### src/include/core_consts.svh
`ifndef CORE_CONSTS_SVH
`define CORE_CONSTS_SVH

// Register file geometry
`define REG_ADDR_W 5
`define NUM_REGS   (1 << `REG_ADDR_W)

`define XLEN 32 // Datapath width

// Data memory is word indexed
`define DMEM_AW    6
`define DMEM_WORDS (1 << `DMEM_AW)

// Where a stage's destination value comes from
`define WRSEL_W          2
`define WRREG_ALURESULT  2'd0
`define WRREG_IMMDATA    2'd1
`define WRREG_MEMDATA    2'd2

`endif

### src/rtl/wb_bus_if.sv
`timescale 1ns/1ps
`include "core_consts.svh"

interface wb_bus_if;

	logic                   do_reg_write;
	logic                   do_dm_read;
	logic [`WRSEL_W-1:0]    select_write_reg;
	logic [`REG_ADDR_W-1:0] write_reg_addr;
	logic [`XLEN-1:0]       write_reg_data;
	logic [`XLEN-1:0]       imm_extend;

	modport src (output do_reg_write, do_dm_read, select_write_reg,
		write_reg_addr, write_reg_data, imm_extend);

	// Forwarding and the register file only look
	modport fwd (input do_reg_write, do_dm_read, select_write_reg,
		write_reg_addr, write_reg_data, imm_extend);

endinterface

### src/rtl/forward.sv
`timescale 1ns/1ps
`include "core_consts.svh"

module forward (
	input  logic [`REG_ADDR_W-1:0] reg_ra_addr,
	input  logic [`REG_ADDR_W-1:0] reg_rb_addr,
	input  logic [`REG_ADDR_W-1:0] reg_rt_addr,
	input  logic [`XLEN-1:0]       reg_ra_data,
	input  logic [`XLEN-1:0]       reg_rb_data,
	input  logic [`XLEN-1:0]       reg_rt_data,
	wb_bus_if.fwd                  ex,
	wb_bus_if.fwd                  mem,
	wb_bus_if.fwd                  wb,
	output logic [`XLEN-1:0]       f_reg_ra_data,
	output logic [`XLEN-1:0]       f_reg_rb_data,
	output logic [`XLEN-1:0]       f_reg_rt_data,
	output logic                   hazard
);

	logic [`REG_ADDR_W-1:0] src_addr [3];
	logic [`XLEN-1:0]       src_data [3];
	logic [`XLEN-1:0]       fwd_data [3];
	logic                   ex_fwd_en;
	logic [`XLEN-1:0]       ex_fwd_data;

	assign src_addr = '{reg_ra_addr, reg_rb_addr, reg_rt_addr};
	assign src_data = '{reg_ra_data, reg_rb_data, reg_rt_data};

	// A load in EX has no data yet
	assign ex_fwd_en = ex.do_reg_write && !ex.do_dm_read &&
		(ex.select_write_reg == `WRREG_IMMDATA || ex.select_write_reg == `WRREG_ALURESULT);
	assign ex_fwd_data = (ex.select_write_reg == `WRREG_IMMDATA) ? ex.imm_extend
		: ex.write_reg_data;

	// Later assignments win, so the youngest producer takes priority
	always_comb begin
		for (int i = 0; i < 3; i++) begin
			fwd_data[i] = src_data[i];
			if (wb.do_reg_write && src_addr[i] == wb.write_reg_addr)
				fwd_data[i] = wb.write_reg_data;
			if (mem.do_reg_write && src_addr[i] == mem.write_reg_addr)
				fwd_data[i] = mem.write_reg_data;
			if (ex_fwd_en && src_addr[i] == ex.write_reg_addr)
				fwd_data[i] = ex_fwd_data;
		end
	end

	assign f_reg_ra_data = fwd_data[0];
	assign f_reg_rb_data = fwd_data[1];
	assign f_reg_rt_data = fwd_data[2];

	assign hazard = ex.do_dm_read && (reg_ra_addr == ex.write_reg_addr ||
		reg_rb_addr == ex.write_reg_addr || reg_rt_addr == ex.write_reg_addr);

endmodule

### src/flat_wrapper.sv
// flat-port wrapper written by rule: the top's interface ports become plain ports
module forward_flat 
  (reg_ra_addr, reg_rb_addr, reg_rt_addr, reg_ra_data, reg_rb_data, reg_rt_data, f_reg_ra_data, f_reg_rb_data, f_reg_rt_data, hazard, ex_do_reg_write, ex_do_dm_read, ex_select_write_reg, ex_write_reg_addr, ex_write_reg_data, ex_imm_extend, mem_do_reg_write, mem_do_dm_read, mem_select_write_reg, mem_write_reg_addr, mem_write_reg_data, mem_imm_extend, wb_do_reg_write, wb_do_dm_read, wb_select_write_reg, wb_write_reg_addr, wb_write_reg_data, wb_imm_extend);
  wb_bus_if ex_i ();
  wb_bus_if mem_i ();
  wb_bus_if wb_i ();
  input  logic [`REG_ADDR_W-1:0] reg_ra_addr;
  input  logic [`REG_ADDR_W-1:0] reg_rb_addr;
  input  logic [`REG_ADDR_W-1:0] reg_rt_addr;
  input  logic [`XLEN-1:0] reg_ra_data;
  input  logic [`XLEN-1:0] reg_rb_data;
  input  logic [`XLEN-1:0] reg_rt_data;
  output logic [`XLEN-1:0] f_reg_ra_data;
  output logic [`XLEN-1:0] f_reg_rb_data;
  output logic [`XLEN-1:0] f_reg_rt_data;
  output logic hazard;
  input wire logic [$bits(ex_i.do_reg_write)-1:0] ex_do_reg_write;
  input wire logic [$bits(ex_i.do_dm_read)-1:0] ex_do_dm_read;
  input wire logic [$bits(ex_i.select_write_reg)-1:0] ex_select_write_reg;
  input wire logic [$bits(ex_i.write_reg_addr)-1:0] ex_write_reg_addr;
  input wire logic [$bits(ex_i.write_reg_data)-1:0] ex_write_reg_data;
  input wire logic [$bits(ex_i.imm_extend)-1:0] ex_imm_extend;
  input wire logic [$bits(mem_i.do_reg_write)-1:0] mem_do_reg_write;
  input wire logic [$bits(mem_i.do_dm_read)-1:0] mem_do_dm_read;
  input wire logic [$bits(mem_i.select_write_reg)-1:0] mem_select_write_reg;
  input wire logic [$bits(mem_i.write_reg_addr)-1:0] mem_write_reg_addr;
  input wire logic [$bits(mem_i.write_reg_data)-1:0] mem_write_reg_data;
  input wire logic [$bits(mem_i.imm_extend)-1:0] mem_imm_extend;
  input wire logic [$bits(wb_i.do_reg_write)-1:0] wb_do_reg_write;
  input wire logic [$bits(wb_i.do_dm_read)-1:0] wb_do_dm_read;
  input wire logic [$bits(wb_i.select_write_reg)-1:0] wb_select_write_reg;
  input wire logic [$bits(wb_i.write_reg_addr)-1:0] wb_write_reg_addr;
  input wire logic [$bits(wb_i.write_reg_data)-1:0] wb_write_reg_data;
  input wire logic [$bits(wb_i.imm_extend)-1:0] wb_imm_extend;
  assign ex_i.do_reg_write = ex_do_reg_write;
  assign ex_i.do_dm_read = ex_do_dm_read;
  assign ex_i.select_write_reg = ex_select_write_reg;
  assign ex_i.write_reg_addr = ex_write_reg_addr;
  assign ex_i.write_reg_data = ex_write_reg_data;
  assign ex_i.imm_extend = ex_imm_extend;
  assign mem_i.do_reg_write = mem_do_reg_write;
  assign mem_i.do_dm_read = mem_do_dm_read;
  assign mem_i.select_write_reg = mem_select_write_reg;
  assign mem_i.write_reg_addr = mem_write_reg_addr;
  assign mem_i.write_reg_data = mem_write_reg_data;
  assign mem_i.imm_extend = mem_imm_extend;
  assign wb_i.do_reg_write = wb_do_reg_write;
  assign wb_i.do_dm_read = wb_do_dm_read;
  assign wb_i.select_write_reg = wb_select_write_reg;
  assign wb_i.write_reg_addr = wb_write_reg_addr;
  assign wb_i.write_reg_data = wb_write_reg_data;
  assign wb_i.imm_extend = wb_imm_extend;
  forward u_core (.reg_ra_addr(reg_ra_addr), .reg_rb_addr(reg_rb_addr), .reg_rt_addr(reg_rt_addr), .reg_ra_data(reg_ra_data), .reg_rb_data(reg_rb_data), .reg_rt_data(reg_rt_data), .ex(ex_i), .mem(mem_i), .wb(wb_i), .f_reg_ra_data(f_reg_ra_data), .f_reg_rb_data(f_reg_rb_data), .f_reg_rt_data(f_reg_rt_data), .hazard(hazard));
endmodule
### config.mk
export PLATFORM = sky130hd
export DESIGN_NAME = forward_flat
export DESIGN_NICKNAME = d
export VERILOG_FILES = /design/src/rtl/wb_bus_if.sv /design/src/rtl/forward.sv /design/src/flat_wrapper.sv
export VERILOG_INCLUDE_DIRS = /design/src /design/src/include
export SDC_FILE = /design/constraint.sdc
export NUM_CORES = 1
export LEC_CHECK = 0
export BUFFER_PORTS_ARGS = -buffer_cell sky130_fd_sc_hd__buf_4
export CAP_MARGIN = 25
export CORE_AREA = 2 2 167 169
export DETAILED_ROUTE_END_ITERATION = 8
export DIE_AREA = 0 0 169 171
export SLEW_MARGIN = 20
export SYNTH_ARGS = -nofsm -noshare
export SYNTH_HDL_FRONTEND = slang
export SYNTH_SLANG_ARGS = --single-unit
export TNS_END_PERCENT = 10
### constraint.sdc
create_clock -name vclk -period 4.95
set_input_delay 0.99 -clock vclk [all_inputs]
set_output_delay 0.99 -clock vclk [all_outputs]
set_load 0.02 [all_outputs]
After elaboration in Yosys (flattened, before gate mapping) --
Index checks and enable logic that the tools add are counted. Widths: inputs -> output; s select.
Storage, ports and cells: register bits after elaboration 0, latch bits 0, bits in writable memories 0, memory bits (read-only) 0, output and inout port bits 97, word-level logic and storage cells 37, memories 0
Cells by class: $add $sub $neg 0, $mul 0, divide/modulo/power cells 0, order comparisons 0, equality and inequality tests 10, shifts and indexed selects 0, mux-type cells 10, bitwise operators 0, reduce and logical (&&, ||, !) cells 17
Operators by type and width (number):
- $mux 32 | 10
- $eq 5x5->1 | 9
- $logic_and 1x1->1 | 12
- $logic_or 1x1->1 | 3
- $eq 2x1->1 const B | 1
- $logic_not 2->1 | 1
- $logic_not 1->1 | 1

Logic depth before layout (Yosys ltp) --
Gate-level depths: netlist of run 1.
word-level depth 5, depth in mapped cells 7

Least setup slack after synthesis of run 1 --
No wires, ideal clock.
path type input -> output, from input mem_write_reg_addr[2], to output f_reg_rb_data[10], arrival time 2350 ps, required time 3960 ps, setup slack 1610 ps, stages on the path 7, cells stage by stage xor2_1 -> nor4_1 -> and3_1 -> buf_2 -> buf_2 -> a221oi_1 -> o22ai_1
Between the ends: longest elaborated chain between the ends 4
Ends and longest elaborated chain:
- from (decl) | RTL line flat_wrapper.sv:26 | input wire logic [$bits(mem_i.write_reg_addr)-1:0] mem_write_reg_addr;
- $eq 5x5->1 | RTL line forward.sv:41 | if (mem.do_reg_write && src_addr[i] == mem.write_reg_addr)
- $logic_and 1x1->1 | RTL line forward.sv:41
- $mux 32 | RTL line forward.sv:41
- $mux 32 | RTL line forward.sv:43 | if (ex_fwd_en && src_addr[i] == ex.write_reg_addr)
- to (decl) | RTL line flat_wrapper.sv:14 | output logic [`XLEN-1:0] f_reg_rb_data;
Every way passes these cells.

Final worst setup path of run 1 --
from input wb_write_reg_addr[4], to output f_reg_rb_data[10]
Between the ends: longest elaborated chain between the ends 5
Ends and longest elaborated chain:
- from (decl) | RTL line flat_wrapper.sv:32 | input wire logic [$bits(wb_i.write_reg_addr)-1:0] wb_write_reg_addr;
- $eq 5x5->1 | RTL line forward.sv:39 | if (wb.do_reg_write && src_addr[i] == wb.write_reg_addr)
- $logic_and 1x1->1 | RTL line forward.sv:39
- $mux 32 | RTL line forward.sv:39
- $mux 32 | RTL line forward.sv:41
- $mux 32 | RTL line forward.sv:43
Every way passes these cells.

==> results of run 1 <==
[routing by layer]
layer | up-vias | share of wire | GRT usage
met3 | 47 | 0.10 | 0.0359
met2 | 467 | 0.49 | 0.295
met1 | 2891 | 0.39 | 0.200
met5 | - | 0 | 0
li1 | 2717 | - | -
met4 | 0 | 0.021 | 0.0446
[cells in the final DEF (no fill, tap or decap)]
master	Yosys	routed
o22ai_1	96	96
nor4_1	3	3
mux2i_1	32	32
nor3b_1	1	1
nor2_4	0	3
nand3_2	0	6
a221oi_2	45	45
xnor2_1	18	18
and3_2	0	3
buf_4	2	376
and2_1	32	32
xor2_1	27	27
nand2_1	6	6
buf_12	0	3
nand2b_2	0	1
a221oi_1	51	51
nor3_1	3	3
o21ai_0	96	96
or3_2	0	3
diode_2	0	1
nand3_1	9	3
a31oi_1	1	1
nor2_1	6	3
inv_1	2	2
[synthesized netlist by cell type, types with 6 or more instances]
library cell,instances
nand3_1,9
nor2_1,6
xor2_1,27
buf_6,16
clkbuf_1,36
xnor2_1,18
mux2i_1,32
a221oi_1,51
o22ai_1,96
buf_2,10
and2_1,32
nand2_1,6
o21ai_0,96
a221oi_2,45
[cell type report]
cell class | instances | area [um^2] | share of cell area
Multi-Input combinational cell | 433 | 3360 | 0.503
Tap cell | 346 | 433 | 0.0647
Antenna cell | 1 | 2.50 | 0.000374
Timing Repair Buffer | 379 | 2880 | 0.431
Inverter | 2 | 7.51 | 0.00112
[worst max path at each step]
stage                                from                end  slack (ns)  depth (start not counted)
global placement           reg_rt_addr[1]   f_reg_rt_data[5]        0.78                          8
CTS                        reg_rt_addr[1]   f_reg_rt_data[6]        0.75                          8
floorplan           mem_write_reg_addr[2]  f_reg_rb_data[10]        1.61                          7
global route               reg_rt_addr[4]   f_reg_rt_data[6]        0.63                          8
finish               wb_write_reg_addr[4]  f_reg_rb_data[10]        0.74                          7
detailed placement         reg_rt_addr[1]   f_reg_rt_data[6]        0.75                          8
[power by group through the flow]
stage | logic, mW | clock network [mW] | registers [mW]
6_report | 0.651 | 0.0000000271 | 0
5_1_grt | 0.691 | 0.0000000271 | 0
4_1_cts | 0.649 | 0 | 0
3_5_place_dp | 0.648 | 0 | 0
3_3_place_gp | 0.644 | 0 | 0
2_1_floorplan | 0.297 | 0 | 0
[kinds of logic after synthesis]
kind of cell	synth area share
compound gates	0.597
buf+inv	0.109
simple gates	0.101
xor+xnor	0.106
mux	0.0865
[per-stage QoR]
stage	hold WS (ns)	std cells	setup slack, ns	total power [mW]	cell area, um^2
CTS	2.39	1160	0.747	0.649	6690
global route	2.39	1161	0.631	0.691	6690
finish	2.36	1161	0.736	0.651	6690
floorplan	2.10	502	1.61	0.297	3700
detailed placement	2.39	1160	0.745	0.648	6690
global placement	2.40	1160	0.776	0.644	6690
==> results.yml, run 1 <==
outcome:
  outcome: "completed"
power_and_ir_drop:
  power_frac_clock: 0
  p_sw_mw: 0.323
  vdd_ir_drop_max_uv: 38.9
  switching_share: 0.497
  p_comb_frac: 1.000
  seq_power_share: 0
  p_leak_nw: 2.93
  cellInternalPower_mw: 0.327
  power_density_mw_per_mm2: 97.3
sta:
  fmax_ghz: 0.237
  max_slew.worst_pin.slew_ns: 0.985
  setup_tns_ns: 0
  rsz0062_at_grt: "false"
  hold_violations: 0
  period_minus_slack_ns: 4.21
  drv_slew: 0
  setup_viol: 0
  relSlewSlack: 0.343
  post-route-period-util: 0.851
floorplan:
  fp.dieArea_mm2: 0.0289
  rows: 61
  die_h_um: 171
  die_w_um: 169
  core_area_mm2: 0.0273
  io_pins: 427
  initial_core_util: 0.135
route:
  via_per_inst: 5.27
  dr_total_vias: 6122
  firstDrtPassIters: 5
  drc: 0
  wl_um: 26200
  antenna_left: 0
  drt-initial-drc-count: 375
  wl_per_cell_um: 22.6
setup_path:
  worstSetupEndpointType: "output pin"
  path_cells: "buf_4 -> xnor2_1 -> nand3_1 -> or3_2 -> a221oi_1 -> o22ai_1 -> buf_4"
  cp_slowest_stage_delay_ns: 0.93
  crit_fanout: 32
  crit_path_frequent_cell: "buf_4"
  start_kind: "input pin"
  cp_num_buf_inv: 2
  slowest_stage: "or3_2"
  cp.required_ns: 3.96
  crit_type: "in -> out"
  critPathTopFamily: "simple AND/OR/NAND/NOR gates"
  worstPathArrival_ns: 3.22
min_path:
  hold-path-endpoint: "hazard"
  holdPathStages: 4
  hold_path_class: "in -> out"
  holdCritStartpoint: "ex_do_dm_read"
layout:
  final_layout_size_suffix_gt1_frac: 0.541
  fillers: 3013
  post-route-util: 0.245
  flops_and_latches: 0
  nClkBuffers: 0
  layout-area-overhead-vs-synth_pct: 80.7
  nets: 1146
  area.sequential_um2: 0
global_route:
  grt_pass1_vias: 6101
  grt_usage: 0.165
  overflow: 0
  antenna_found_initial: 1
  grt_pass1_wl_um: 36700
  grt_max_degree: 65
synth:
  synth_area_leaders: "a221oi_2 18%, o22ai_1 16%, o21ai_0 13%"
  seq_area_frac_synth: 0
  syn_area_per_cell_um2: 7.37
  yosys_warnings: 0
  syn-cell-area_mm2: 0.00370
  yosysTopAreaCell: "a221oi_2"
  ys_types: 25
  syn-num-nets: 832
  netlist.area_leader.share: 0.183
  synth_cells: 502
placement:
  port_buffers: 357
  place_hpwl_um: 19900
  gp_congestion: 0.896
clock_network:
  ctsHoldBuffers: 0
  cts_resized: 0
  post_cts_buffers: 0
flow_run:
  drv_cap: 0
No activity file was read; power rests on OpenSTA's default activity.
==> inputs of run 2 (changes only) <==
--- a/config.mk
+++ b/config.mk
@@ -6,11 +6,12 @@
 export SDC_FILE = /design/constraint.sdc
 export NUM_CORES = 1
 export LEC_CHECK = 0
+export ABC_AREA = 1
 export BUFFER_PORTS_ARGS = -buffer_cell sky130_fd_sc_hd__buf_4
 export CAP_MARGIN = 25
-export CORE_AREA = 2 2 167 169
+export CORE_AREA = 2 2 166 168
 export DETAILED_ROUTE_END_ITERATION = 8
-export DIE_AREA = 0 0 169 171
+export DIE_AREA = 0 0 168 170
 export SLEW_MARGIN = 20
 export SYNTH_ARGS = -nofsm -noshare
 export SYNTH_HDL_FRONTEND = slang
==> run 2 against run 1 <==
Compared with the run above:
- sequential share of layout area unchanged
- via count increased by 33%
- critical path depth increased by 4
- sequential cell count unchanged
- worst hold slack got worse by 0.064 ns
- die area decreased by 1.2%
- largest power group unchanged
==> results.yml, run 2 <==
route:
  via_per_inst: 4.73
  drc: 0
  wl_um: 28600
  drt-initial-drc-count: 593
  wl_per_cell_um: 16.7
  firstDrtPassIters: 5
  antenna_left: 0
  dr_total_vias: 8120
synth:
  netlist.area_leader.share: 0.357
  syn-num-nets: 1395
  yosys_warnings: 0
  yosysTopAreaCell: "nand2_1"
  syn-cell-area_mm2: 0.00487
  synth_top_family_by_area: "simple AND/OR/NAND/NOR gates"
  syn_area_per_cell_um2: 4.57
  ys_types: 26
  synth_cells: 1065
  synth_area_leaders: "nand2_1 36%, nand3_1 17%, nor2_1 17%"
  synth.top_cells.by_count: "463 x nand2_1, 218 x nor2_1, 169 x nand3_1"
  synth_adder_area_share: 0
  yosys.area_share.simple: 0.774
  yosys.area_share.xor_xnor: 0.0180
  yosys.cell_count.top_type: "nand2_1"
  seq_area_frac_synth: 0
  synth-compound-area-share: 0.0144
  synthMuxAreaShare: 0.0717
floorplan:
  die_w_um: 168
  die_h_um: 170
  io_pins: 427
  core_area_mm2: 0.0267
  fp.dieArea_mm2: 0.0286
  rows: 60
  initial_core_util: 0.183
sta:
  whs_ns: 2.29
  hold_violations: 0
  max_slew.worst_pin.slew_ns: 0.915
  drv_slew: 0
  rsz0062_at_grt: "false"
  post-route-period-util: 0.823
  period_minus_slack_ns: 4.07
  fmax_ghz: 0.245
  setup_viol: 0
  setup_tns_ns: 0
  relSlewSlack: 0.388
global_route:
  grt_usage: 0.186
  overflow: 0
  busiest_layer: "met2"
  grt_use_met1: 0.243
  antenna_found_initial: 0
  grt_pass1_wl_um: 42700
  grtUsageMet3: 0.0256
  grt_pass1_vias: 7639
  grtUsageMet2: 0.331
  grt_max_degree: 35
placement:
  placed_area_mm2: 0.00776
  place_hpwl_um: 21600
  dp.cells: 1715
  port_buffers: 357
  gp_congestion: 0.853
layout:
  layout-area-overhead-vs-synth_pct: 59.5
  final_cell_mix: "462 x nand2_1, 375 x buf_4, 218 x nor2_1"
  fin_cells: 1715
  nets: 1706
  diodes: 0
  final_layout_size_suffix_gt1_frac: 0.324
  nClkBuffers: 0
  flops_and_latches: 0
  area.sequential_um2: 0
  final_area_mm2: 0.00776
  final_common_cell: "nand2_1"
clock_network:
  post_cts_buffers: 0
  ctsHoldBuffers: 0
  cts_resized: 0
min_path:
  holdPathStages: 4
  hold_path_class: "in -> out"
outcome:
  outcome: "completed"
power_and_ir_drop:
  power_density_mw_per_mm2: 93.0
  p_leak_nw: 4.40
  vdd_ir_drop_max_uv: 43.4
  power.total_mw: 0.722
setup_path:
  crit_type: "in -> out"
  worstPathArrival_ns: 3.08
  crit_fanout: 34
  cp.required_ns: 3.96
  start_kind: "input pin"
  worstSetupEndpointType: "output pin"
flow_run:
  drv_cap: 0
[run 2: final cells by class]
cell class,instances,area [um^2]
timing repair buffer,378,2880
inverter,44,165
fill,3079,18900
multi-input combinational,952,4300
tap,341,427
[run 2: cells by family after synthesis]
family          after synthesis
simple gates                898
mux                          31
buf+inv                     113
xor+xnor                     10
compound gates               13
[run 2: power breakdown]
group | switching [mW] | internal, mW | leakage (nW)
Clock | 0 | 0 | 0
Sequential | 0 | 0 | 0
Combinational | 0.402 | 0.320 | 4.40
Total | 0.402 | 0.320 | 4.40
[run 2: per-stage QoR]
stage | setup slack (ns) | utilization
finish | 0.875 | 0.291
global route | 0.685 | 0.291
CTS | 0.898 | 0.291
detailed placement | 0.896 | 0.291
global placement | 0.919 | 0.291
floorplan | 1.89 | -
[run 2: path summary, 6_finish.rpt]
kind | start | to | slack (ns)
max | mem_write_reg_addr[4] | f_reg_rt_data[7] | 0.88
min | ex_do_dm_read | hazard | 2.29
[run 2: critical path, cell delays in order]
cell and delay [ns]:
buf_4 0.13, inv_2 0.05, o21ai_0 0.08, nor2_1 0.14, nand3_2 0.63, buf_4 0.54, nor2_1 0.14, nor2_1 0.06
nand2_1 0.07, nand2_1 0.06, buf_4 0.16
[run 2: metal layers]
metal,vias to the layer above,wire (um),share of wire
li1,3992,-,-
met1,3641,12200,0.43
met2,447,13400,0.47
met3,40,2420,0.085
met4,0,488,0.017
met5,-,0,0
